--- src/hub75_pkg.sv ---
// HUB75 panel driver shared definitions
// panel geometry, modulation timing, pixel and pin bundles
package hub75_pkg;

    // bits per colour channel
    localparam int BRIGHTNESS_LEVELS = 4;
    // panel geometry, one half of the panel
    localparam int PIXEL_WIDTH = 16;
    localparam int PIXEL_HALFHEIGHT = 4;
    localparam int COLUMN_BITS = $clog2(PIXEL_WIDTH);
    localparam int ROW_BITS = $clog2(PIXEL_HALFHEIGHT);

    // on-time of the lsb plane, in cycles
    localparam int BRIGHTNESS_BASE_TIMEOUT = 8;
    // next shift may start at this remaining on-time
    // must stay below PIXEL_WIDTH so the latch never lands inside an on-time
    localparam int BRIGHTNESS_OVERLAP = 6;
    // wide enough for the msb plane on-time
    localparam int BRIGHTNESS_TIMER_BITS =
        $clog2(BRIGHTNESS_BASE_TIMEOUT << (BRIGHTNESS_LEVELS - 1)) + 1;

    typedef struct packed {
        logic [BRIGHTNESS_LEVELS-1:0] r;
        logic [BRIGHTNESS_LEVELS-1:0] g;
        logic [BRIGHTNESS_LEVELS-1:0] b;
    } pixel_t;

    // same column and row from both halves
    typedef struct packed {
        pixel_t top;
        pixel_t bottom;
    } pixel_pair_t;

    // host write address; half 0 is the upper half
    typedef struct packed {
        logic half;
        logic [ROW_BITS-1:0] row;
        logic [COLUMN_BITS-1:0] column;
    } pixel_addr_t;

    typedef struct packed {
        logic r0;
        logic g0;
        logic b0;
        logic r1;
        logic g1;
        logic b1;
        logic clk_pixel;
        logic latch;
        logic oe_n;
        logic [ROW_BITS-1:0] row_addr;
    } hub75_pins_t;

endpackage

--- src/scan_timeout.sv ---
// loadable down-counter
// runs for the loaded number of cycles after a start pulse
module scan_timeout #(
    parameter int COUNTER_WIDTH = 8
) (
    input  logic                     clk_in,
    input  logic                     reset,
    input  logic                     start,
    input  logic [COUNTER_WIDTH-1:0] value,
    output logic [COUNTER_WIDTH-1:0] counter,
    output logic                     running
);

    always_ff @(posedge clk_in) begin
        if (reset) begin
            counter <= '0;
        end else if (start) begin
            // restart wins over a count in progress
            counter <= value;
        end else if (counter != '0) begin
            counter <= counter - 1'b1;
        end
    end

    // high for exactly value cycles after the load
    assign running = (counter != '0);

endmodule

--- src/frame_buffer.sv ---
// frame buffer for the upper and lower panel halves
// host write port, registered dual-bank read of one row/column
module frame_buffer
    import hub75_pkg::*;
(
    input  logic                   clk_in,
    input  logic                   reset,
    input  logic                   wr_en,
    input  pixel_addr_t            wr_addr,
    input  pixel_t                 wr_data,
    input  logic                   rd_en,
    input  logic [ROW_BITS-1:0]    rd_row,
    input  logic [COLUMN_BITS-1:0] rd_column,
    output pixel_pair_t            rd_data
);

    localparam int DEPTH = PIXEL_HALFHEIGHT * PIXEL_WIDTH;

    // one bank per panel half, indexed by {row, column}
    pixel_t bank_top [DEPTH];
    pixel_t bank_bottom [DEPTH];

    logic [ROW_BITS+COLUMN_BITS-1:0] wr_index;
    logic [ROW_BITS+COLUMN_BITS-1:0] rd_index;

    assign wr_index = {wr_addr.row, wr_addr.column};
    assign rd_index = {rd_row, rd_column};

    // half bit steers the write to one bank
    always_ff @(posedge clk_in) begin
        if (wr_en) begin
            if (wr_addr.half) begin
                bank_bottom[wr_index] <= wr_data;
            end else begin
                bank_top[wr_index] <= wr_data;
            end
        end
    end

    // read sees the old word on a same-cycle write
    always_ff @(posedge clk_in) begin
        if (reset) begin
            rd_data <= '0;
        end else if (rd_en) begin
            rd_data.top <= bank_top[rd_index];
            rd_data.bottom <= bank_bottom[rd_index];
        end
    end

endmodule

--- src/brightness_timer.sv ---
// output-enable timer for binary-coded modulation
// on-time is the base timeout weighted by the active plane bit
module brightness_timer
    import hub75_pkg::*;
(
    input  logic                         clk_in,
    input  logic                         reset,
    input  logic                         row_latch,
    input  logic [BRIGHTNESS_LEVELS-1:0] mask_active,
    output logic                         output_enable,
    output logic                         overlap
);

    // remaining on-time in cycles
    logic [BRIGHTNESS_TIMER_BITS-1:0] remaining;
    logic [BRIGHTNESS_TIMER_BITS-1:0] load_value;

    // one-hot mask times base gives base << bit
    assign load_value = BRIGHTNESS_TIMER_BITS'(BRIGHTNESS_BASE_TIMEOUT * mask_active);

    always_ff @(posedge clk_in) begin
        if (reset) begin
            remaining <= '0;
        end else if (row_latch) begin
            remaining <= load_value;
        end else if (remaining != '0) begin
            remaining <= remaining - 1'b1;
        end
    end

    // leds lit while any on-time is left
    assign output_enable = (remaining != '0);

    // tail of the on-time, next plane may begin shifting
    assign overlap = output_enable &&
        (remaining <= BRIGHTNESS_TIMER_BITS'(BRIGHTNESS_OVERLAP));

    // scan must hand over exactly one plane bit per latch
    a_mask_onehot: assert property (
        @(posedge clk_in) disable iff (reset)
        row_latch |-> $onehot(mask_active)
    );

endmodule

--- src/matrix_scan.sv ---
// row and bit-plane sequencer
// issues column reads, the latch request and the plane masks, msb plane first
module matrix_scan
    import hub75_pkg::*;
(
    input  logic                         clk_in,
    input  logic                         reset,
    input  logic                         output_enable,
    input  logic                         overlap,
    output logic                         rd_en,
    output logic [ROW_BITS-1:0]          rd_row,
    output logic [COLUMN_BITS-1:0]       rd_column,
    output logic                         latch_req,
    output logic [BRIGHTNESS_LEVELS-1:0] plane_mask,
    output logic                         row_latch,
    output logic [BRIGHTNESS_LEVELS-1:0] mask_active,
    output logic [ROW_BITS-1:0]          row_active
);

    localparam logic [BRIGHTNESS_LEVELS-1:0] MASK_MSB = 1 << (BRIGHTNESS_LEVELS - 1);

    logic       advance;
    logic [1:0] adv_state;
    logic       plane_start;
    logic       rd_en_q;

    // shift may begin once leds are dark or in the overlap tail
    assign advance = !output_enable || overlap;

    // history of advance, idle once it has been low two cycles
    always_ff @(posedge clk_in) begin
        if (reset) begin
            adv_state <= 2'b00;
        end else begin
            adv_state <= {adv_state[0], advance};
        end
    end

    assign plane_start = advance && (adv_state == 2'b00);

    // PIXEL_WIDTH read strobes per plane
    scan_timeout #(
        .COUNTER_WIDTH(COLUMN_BITS + 1)
    ) strobe_timer_i (
        .clk_in (clk_in),
        .reset  (reset),
        .start  (plane_start),
        .value  ((COLUMN_BITS + 1)'(PIXEL_WIDTH)),
        .counter(),
        .running(rd_en)
    );

    // column address, counts down from the last column to 0
    scan_timeout #(
        .COUNTER_WIDTH(COLUMN_BITS)
    ) column_timer_i (
        .clk_in (clk_in),
        .reset  (reset),
        .start  (plane_start),
        .value  (COLUMN_BITS'(PIXEL_WIDTH - 1)),
        .counter(rd_column),
        .running()
    );

    // falling edge of the strobe window
    assign latch_req = rd_en_q && !rd_en;

    always_ff @(posedge clk_in) begin
        if (reset) begin
            rd_en_q <= 1'b0;
            row_latch <= 1'b0;
            plane_mask <= MASK_MSB;
            rd_row <= '0;
            mask_active <= '0;
            row_active <= '0;
        end else begin
            rd_en_q <= rd_en;
            // one cycle later so mask_active is already updated
            row_latch <= latch_req;
            if (latch_req) begin
                mask_active <= plane_mask;
                row_active <= rd_row;
                if (plane_mask[0]) begin
                    // lsb done, next row from the msb plane
                    plane_mask <= MASK_MSB;
                    if (rd_row == ROW_BITS'(PIXEL_HALFHEIGHT - 1)) begin
                        rd_row <= '0;
                    end else begin
                        rd_row <= rd_row + 1'b1;
                    end
                end else begin
                    plane_mask <= plane_mask >> 1;
                end
            end
        end
    end

    // overlap tail has to end before the next latch
    a_latch_dark: assert property (
        @(posedge clk_in) disable iff (reset)
        row_latch |-> !output_enable
    );

endmodule

--- src/hub75_driver.sv ---
// HUB75 output stage
// aligns strobes with read data, picks plane bits, registers the panel pins
module hub75_driver
    import hub75_pkg::*;
(
    input  logic                         clk_in,
    input  logic                         reset,
    input  pixel_pair_t                  rd_data,
    input  logic                         shift_valid,
    input  logic [BRIGHTNESS_LEVELS-1:0] plane_mask,
    input  logic                         latch_req,
    input  logic [ROW_BITS-1:0]          row_active,
    input  logic                         output_enable,
    output hub75_pins_t                  panel
);

    // stage matching the frame buffer read latency
    logic                         shift_q;
    logic                         latch_q;
    logic [BRIGHTNESS_LEVELS-1:0] mask_q;

    always_ff @(posedge clk_in) begin
        if (reset) begin
            shift_q <= 1'b0;
            latch_q <= 1'b0;
            mask_q <= '0;
        end else begin
            shift_q <= shift_valid;
            latch_q <= latch_req;
            mask_q <= plane_mask;
        end
    end

    // pin register; colours only driven while clocking pixels
    always_ff @(posedge clk_in) begin
        if (reset) begin
            panel <= '0;
            panel.oe_n <= 1'b1;
        end else begin
            panel.r0 <= shift_q && |(rd_data.top.r & mask_q);
            panel.g0 <= shift_q && |(rd_data.top.g & mask_q);
            panel.b0 <= shift_q && |(rd_data.top.b & mask_q);
            panel.r1 <= shift_q && |(rd_data.bottom.r & mask_q);
            panel.g1 <= shift_q && |(rd_data.bottom.g & mask_q);
            panel.b1 <= shift_q && |(rd_data.bottom.b & mask_q);
            panel.clk_pixel <= shift_q;
            panel.latch <= latch_q;
            // active row already lines up with the latch pin
            panel.row_addr <= row_active;
            panel.oe_n <= !output_enable;
        end
    end

endmodule

--- src/hub75_top.sv ---
// HUB75 panel controller top
// frame buffer, scan sequencer, brightness timer and pin driver
module hub75_top
    import hub75_pkg::*;
(
    input  logic        clk_in,
    input  logic        reset,
    input  logic        wr_en,
    input  pixel_addr_t wr_addr,
    input  pixel_t      wr_data,
    output hub75_pins_t panel
);

    logic                         rd_en;
    logic [ROW_BITS-1:0]          rd_row;
    logic [COLUMN_BITS-1:0]       rd_column;
    pixel_pair_t                  rd_data;
    logic                         latch_req;
    logic [BRIGHTNESS_LEVELS-1:0] plane_mask;
    logic                         row_latch;
    logic [BRIGHTNESS_LEVELS-1:0] mask_active;
    logic [ROW_BITS-1:0]          row_active;
    logic                         output_enable;
    logic                         overlap;

    frame_buffer frame_buffer_i (
        .clk_in   (clk_in),
        .reset    (reset),
        .wr_en    (wr_en),
        .wr_addr  (wr_addr),
        .wr_data  (wr_data),
        .rd_en    (rd_en),
        .rd_row   (rd_row),
        .rd_column(rd_column),
        .rd_data  (rd_data)
    );

    matrix_scan matrix_scan_i (
        .clk_in       (clk_in),
        .reset        (reset),
        .output_enable(output_enable),
        .overlap      (overlap),
        .rd_en        (rd_en),
        .rd_row       (rd_row),
        .rd_column    (rd_column),
        .latch_req    (latch_req),
        .plane_mask   (plane_mask),
        .row_latch    (row_latch),
        .mask_active  (mask_active),
        .row_active   (row_active)
    );

    brightness_timer brightness_timer_i (
        .clk_in       (clk_in),
        .reset        (reset),
        .row_latch    (row_latch),
        .mask_active  (mask_active),
        .output_enable(output_enable),
        .overlap      (overlap)
    );

    // read strobe doubles as the shift valid
    hub75_driver hub75_driver_i (
        .clk_in       (clk_in),
        .reset        (reset),
        .rd_data      (rd_data),
        .shift_valid  (rd_en),
        .plane_mask   (plane_mask),
        .latch_req    (latch_req),
        .row_active   (row_active),
        .output_enable(output_enable),
        .panel        (panel)
    );

endmodule

--- config.mk ---
export PLATFORM = sky130hd
export DESIGN_NAME = hub75_top
export DESIGN_NICKNAME = d
export VERILOG_FILES = /design/src/hub75_pkg.sv /design/src/scan_timeout.sv /design/src/frame_buffer.sv /design/src/brightness_timer.sv /design/src/matrix_scan.sv /design/src/hub75_driver.sv /design/src/hub75_top.sv
export SDC_FILE = /design/constraint.sdc
export NUM_CORES = 2
export LEC_CHECK = 0
export BUFFER_PORTS_ARGS = -buffer_cell sky130_fd_sc_hd__buf_2
export CORE_AREA = 8 8 411 313
export CTS_CLUSTER_DIAMETER = 120
export DETAILED_ROUTE_END_ITERATION = 12
export DIE_AREA = 0 0 419 321
export PLACE_DENSITY = 0.69
export SYNTH_ARGS = -nofsm -noshare
export SYNTH_HDL_FRONTEND = slang
export SYNTH_SLANG_ARGS = --single-unit
--- constraint.sdc ---
create_clock -name clk_in -period 2.8 [get_ports clk_in]
set_input_delay 0.28 -clock clk_in [delete_from_list [all_inputs] [get_ports clk_in]]
set_output_delay 0.28 -clock clk_in [all_outputs]
set_load 0.1 [all_outputs]
# Word level (Yosys, flattened, before mapping)

Memory sizes are Yosys's and may differ from the RTL's. A register that Yosys moved wholly into a read port is not among the register bits.
Index checks and enable logic that the tools add are counted.

Output and inout bits: 11
Register bits after elaboration: 47
Logic and storage cells: 79
Memory bits (writable): 1536
Memories kept: 2
Input port bits: 22

Equality and inequality tests: 1
Magnitude comparators: 1
Muxes and demuxes: 14
Add/sub/neg operators: 4
Bitwise logic cells: 6
Reduce and logical (&&, ||, !) cells: 28

Memory list:

| name                       | words | width | read ports | clocked after Yosys merged registers in | wr ports | line               | RTL |
|---|---|---|---|---|---|---|---|
| frame_buffer_i.bank_bottom | 64    | 12    | 1          | 1                                       | 1        | frame_buffer.sv:21 | `pixel_t bank_bottom [DEPTH];` |
| frame_buffer_i.bank_top    | 64    | 12    | 1          | 1                                       | 1        | frame_buffer.sv:20 | `pixel_t bank_top [DEPTH];` |

Operators with widths:

| kind                  | number |
|---|---|
| $and A4 B4 Y4         | 6 |
| $reduce_or A4 Y1      | 6 |
| $mux W7               | 2 |
| $mux W4               | 3 |
| $mux W5               | 2 |
| $logic_and A1 B1 Y1   | 9 |
| $le A7 B3 Y1 const B  | 1 |
| $reduce_bool A7 Y1    | 1 |
| $sub A7 B1 Y7 const B | 1 |
| $mux W1               | 6 |
| $reduce_bool A2 Y1    | 3 |
| $reduce_bool A5 Y1    | 1 |
| $sub A5 B1 Y5 const B | 1 |
| $reduce_bool A4 Y1    | 1 |
| $reduce_or A2 Y1      | 2 |
| $sub A4 B1 Y4 const B | 1 |
| $add A2 B1 Y2 const B | 1 |
| $eq A2 B2 Y1 const B  | 1 |
| $logic_not A1 Y1      | 2 |
| $logic_not A2 Y1      | 1 |
| $mux W2               | 1 |
| $reduce_and A2 Y1     | 1 |
| $logic_or A1 B1 Y1    | 1 |

# Logic depth before layout (Yosys ltp)

Depth after elaboration: 5
Gate-level depth with buffers: 11

# Modules after synthesis

A second synthesis with hierarchy kept.

Cell total of the unflattened synthesis: 3311
Area, all modules: 62361.1 µm²

By module, submodules not included:

| module                                      | cells each | sequential area each (µm²) | area each (µm²) | instances |
|---|---|---|---|---|
| frame_buffer                                | 3094       | 46604.7                    | 60355.4         | 1 |
| matrix_scan                                 | 64         | 320.3                      | 563.0           | 1 |
| hub75_driver                                | 48         | 340.3                      | 538.0           | 1 |
| brightness_timer                            | 45         | 140.1                      | 390.4           | 1 |
| scan_timeout (matrix_scan_i.strobe_timer_i) | 34         | 100.1                      | 284.0           | 1 |
| scan_timeout (matrix_scan_i.column_timer_i) | 26         | 80.1                       | 230.2           | 1 |

# Worst setup path after synthesis

No wires, ideal clock.

Path kind: input to register
From: input wr_addr[5] (netlist bit)
To: memory frame_buffer_i.bank_bottom[32][0] (netlist bit), enable pin
Required time: 2.420 ns
Stages: 6
Arrival time: 1.886 ns
Path buffers: 2
Slack: 0.534 ns
Cells stage by stage: clkbuf_1 > or3b_2 > clkbuf_1 > inv_1 > nand2_1 > nor2_1

RTL lines:

| what            | line               | RTL |
|---|---|---|
| start, declared | hub75_top.sv:9     | `input pixel_addr_t wr_addr,` |
| end, declared   | frame_buffer.sv:21 |  |

No word-level cell before the write port.

==> flow_metrics.py <==
metrics = {
    "layout": {
        "fill_cells": 8787,
        "layout-drive-gt1-share_pct": 25.53,
        "design_area_sq_um": 70990,
        "fin_nets": 3514,
        "area_growth_pct": 14.97,
        "final_cells": 5263,
    },
    "die": {
        "die_h_um": 321,
        "fp.coreArea_sq_um": 122600,
        "dieArea_sq_um": 134500,
        "die_x_um": 419,
        "std_cell_rows": 112,
        "ios": 33,
        "initial_core_util_pct": 50.35,
    },
    "placement": {
        "gp_congestion": 0.8937,
        "place_area_sq_um": 66350,
        "dpl.hpwl_um": 96760,
        "dp_cells": 4984,
        "numPortBuffers": 32,
        "place_ws_ns": -0.1396,
    },
    "clocking": {
        "htree_levels": 4,
        "clkSinkCount": 1607,
        "cts_setup_buffers": 0,
        "cts_made_buffers": 147,
        "ctsRootBufferMaster": "clkbuf_16",
        "cts_tree": "done",
        "clk_latency_ns": 0.78,
        "clkTransAtPathRegs_ns": 0.06,
        "clockBufferDepth": 3,
    },
    "drt": {
        "drc": 0,
        "drtAntennaViolNets": 0,
        "vias": 32870,
        "first_iter_violations": 4300,
        "via_per_inst": 6.245,
        "wl_per_cell_um": 29.45,
        "routed_wl_um": 155000,
        "dr.pass1.iters": 5,
    },
    "logic_synthesis": {
        "async_flop_share_pct": 0,
        "ys_ff_latch": 1607,
        "synth.distinct_cells": 49,
        "syn_avg_cell_area_sq_um": 19.69,
        "ys_seq_area_share_pct": 77.01,
        "syn_area_sq_um": 61740,
        "synth_cells": 3136,
        "synth-edff-count": 1536,
        "synthFlopType": "edfxtp_1",
        "ys_warn_count": 0,
        "syn_nets": 3165,
    },
    "power": {
        "switchingPower_mw": 18.19,
        "switching_share_pct": 28.97,
        "totalPowerFinal_mw": 62.78,
        "combPwrFrac_pct": 26.4,
        "p_int_mw": 44.59,
        "clkPwrFrac_pct": 30.5,
        "peakVddDrop_mv": 0.6777,
        "p_leak_nw": 22.94,
        "power_density_nw_per_um2": 884.4,
        "seqPwrFrac_pct": 43.1,
    },
    "status": {
        "run_status": "complete, no violations",
    },
    "global_route": {
        "grt_use_met1_pct": 33.40,
        "track_usage_pct": 22.83,
        "antenna_found_initial": 8,
        "met3_usage_pct": 6.136,
        "grt_pass1_wl_um": 225400,
        "grt_max_degree": 89,
        "met2_usage_pct": 33.80,
        "grt_pass1_vias": 32730,
        "grt_overflow": 0,
        "grt_busiest_layer": "met2",
    },
    "setup_path": {
        "crit_fanout": 27,
        "reg2reg_from": "matrix_scan_i.column_timer_i.counter[2]",
        "cp.arrival_ns": 3.38,
        "required_ns": 3.45,
        "critical_path_class": "reg -> reg",
        "crit_start": "matrix_scan_i.column_timer_i.counter[2]",
        "cp-start-kind": "register",
        "end_kind": "register",
    },
    "sta": {
        "setup_viol": 0,
        "fmax_mhz": 367.1,
        "max_slew_margin_pct": 31.59,
        "rsz0062_at_grt": "no",
        "hold_violations": 0,
        "tightest_slew_ns": 1.026,
        "slew_viol_final": 0,
        "skew_ns": 0.03090,
        "setup_ws_ns": 0.07575,
        "min_period_over_period_pct": 97.29,
        "period_needed_ns": 2.724,
        "timing.setup.tns_ns": 0,
    },
    "job": {
        "drv_cap": 0,
    },
    "worst_hold_path": {
        "hp-class": "in -> reg",
        "hp-start": "wr_data[7]",
    },
}
[cells in the mapped netlist, types with 25 or more instances]
library cell  count  area (sq um)
mux2i_1         215          2152
nand2_1         127         476.7
edfxtp_1       1536         46120
clkbuf_1        103         386.6
o22ai_1          69         431.7
o211ai_1         25         187.7
o221ai_1         47         411.6
dfxtp_1          71          1421
a22o_1           46         402.9
a2111oi_0        36         315.3
a21oi_1          67         335.3
mux2_2           73         822.0
o21ai_0          26         130.1
nor2_1          151         566.8
mux4_2          242          5450
a22oi_1          38         285.3
buf_2            33         165.2
[path summary, 6_finish.rpt]
| check | slack, ns | cells past startpoint | end |
|---|---|---|---|
| worst max register to register | 0.08 | 7 | frame_buffer_i.rd_data[16] |
| worst min register to register | 0.47 | 2 | matrix_scan_i.mask_active[1] |
| worst min-delay path | 0.04 | 1 | frame_buffer_i.bank_top[22][7] |
| worst max-delay path | 0.08 | 7 | frame_buffer_i.rd_data[16] |
[worst max-delay path, cell delays in order (launching register included)]
cell	delay, ns
dfxtp_4	0.54
buf_12	0.27
buf_4	0.32
mux4_2	0.41
a2111oi_1	0.42
buf_4	0.19
o31ai_1	0.16
a31o_1	0.24
[area by class of cell]
class	instances	area, sq um	area share [%]
clock inverter	66	531.8	0.7491
timing repair buffer	390	3473	4.893
multi-input combinational	1317	13250	18.66
antenna	7	17.52	0.02468
tap	1653	2068	2.914
inverter	22	82.58	0.1163
clock buffer	201	4005	5.642
sequential	1607	47560	67.00
[layout by cell type, fill, tap and decap left out, types with 9 or more instances in the layout]
cell / n
nand3b_1: 10
clkinv_2: 22
clkbuf_16: 150
nor2_1: 148
o22ai_1: 69
clkinv_1: 24
a31o_1: 23
o211ai_1: 25
mux4_2: 242
inv_1: 22
o221ai_1: 47
a2111oi_0: 30
o31ai_1: 23
nand3_1: 10
nand2_1: 127
a2111oi_1: 17
buf_2: 20
a22o_1: 46
buf_12: 45
nor2b_1: 9
mux2i_1: 215
edfxtp_1: 1536
a21oi_1: 66
buf_4: 319
a22oi_1: 38
mux2_2: 73
clkbuf_1: 45
o21ai_0: 25
dfxtp_1: 66
[through the flow]
| step | hold WS [ns] | util (%) |
|---|---|---|
| final | 0.03658 | 57.89 |
| after detailed placement | 0.4629 | 54.11 |
| after CTS | 0.01090 | 57.86 |
| after global placement | 0.4371 | 54.11 |
| after floorplan | 0.3789 | - |
| after global routing | 0.05691 | 57.89 |
[state kept, by name, indices dropped and copies added, names as in the netlist]
| name | count |
|---|---|
| brightness_timer_i.remaining | 7 |
| frame_buffer_i.bank_bottom | 768 |
| frame_buffer_i.bank_top | 768 |
| frame_buffer_i.rd_data | 24 |
| hub75_driver_i.mask_q | 4 |
| hub75_driver_i.panel | 11 |
| matrix_scan_i.adv_state | 2 |
| matrix_scan_i.column_timer_i.counter | 4 |
| matrix_scan_i.mask_active | 4 |
| matrix_scan_i.plane_mask | 4 |
| matrix_scan_i.rd_en_q | 1 |
| matrix_scan_i.rd_row | 2 |
| matrix_scan_i.row_active | 2 |
| matrix_scan_i.row_latch | 1 |
| matrix_scan_i.strobe_timer_i.counter | 5 |
[routing by layer]
layer / routed length [um] / vias to the layer above
li1: - / 13620
met1: 63560 / 17180
met2: 69870 / 1828
met3: 17570 / 245
met4: 3959 / 2
met5: 19 / -
[logic make-up (layout without fill, tap and decap cells)]
group,count (synthesis),count (layout),share of synthesized area (%)
DFF,1607,1607,77.01
muxes,530,530,13.64
AOI/OAI and AO/OA,421,421,4.975
and+or+nand+nor,349,349,2.448
buffers and inverters,212,679,1.641
xor gates and xnor gates,10,10,0.1418
adders and majority gates,7,7,0.1418
other,0,7,0
[power by group through the flow]
stage | Sequential (mW) | Combinational [mW] | Clock (mW)
after CTS | 27.1 | 16.5 | 19.4
after detailed placement | 27.6 | 16.3 | 0
after global routing | 27.1 | 17.4 | 20.3
after global placement | 27.5 | 16.1 | 0
final | 27.1 | 16.6 | 19.1
after floorplan | 27.5 | 10.2 | 0
[repair_timing]
item | 4_1_cts | 5_1_grt
endpoints found under the hold margin | 131 | 0
cloned | 0 | 0
pin swaps | 0 | 2
hold buffers | 5 | 0
endpoints found under the setup margin | 2 | 8
gates resized for setup | 3 | 8
Power figures use the tool's default switching activity.
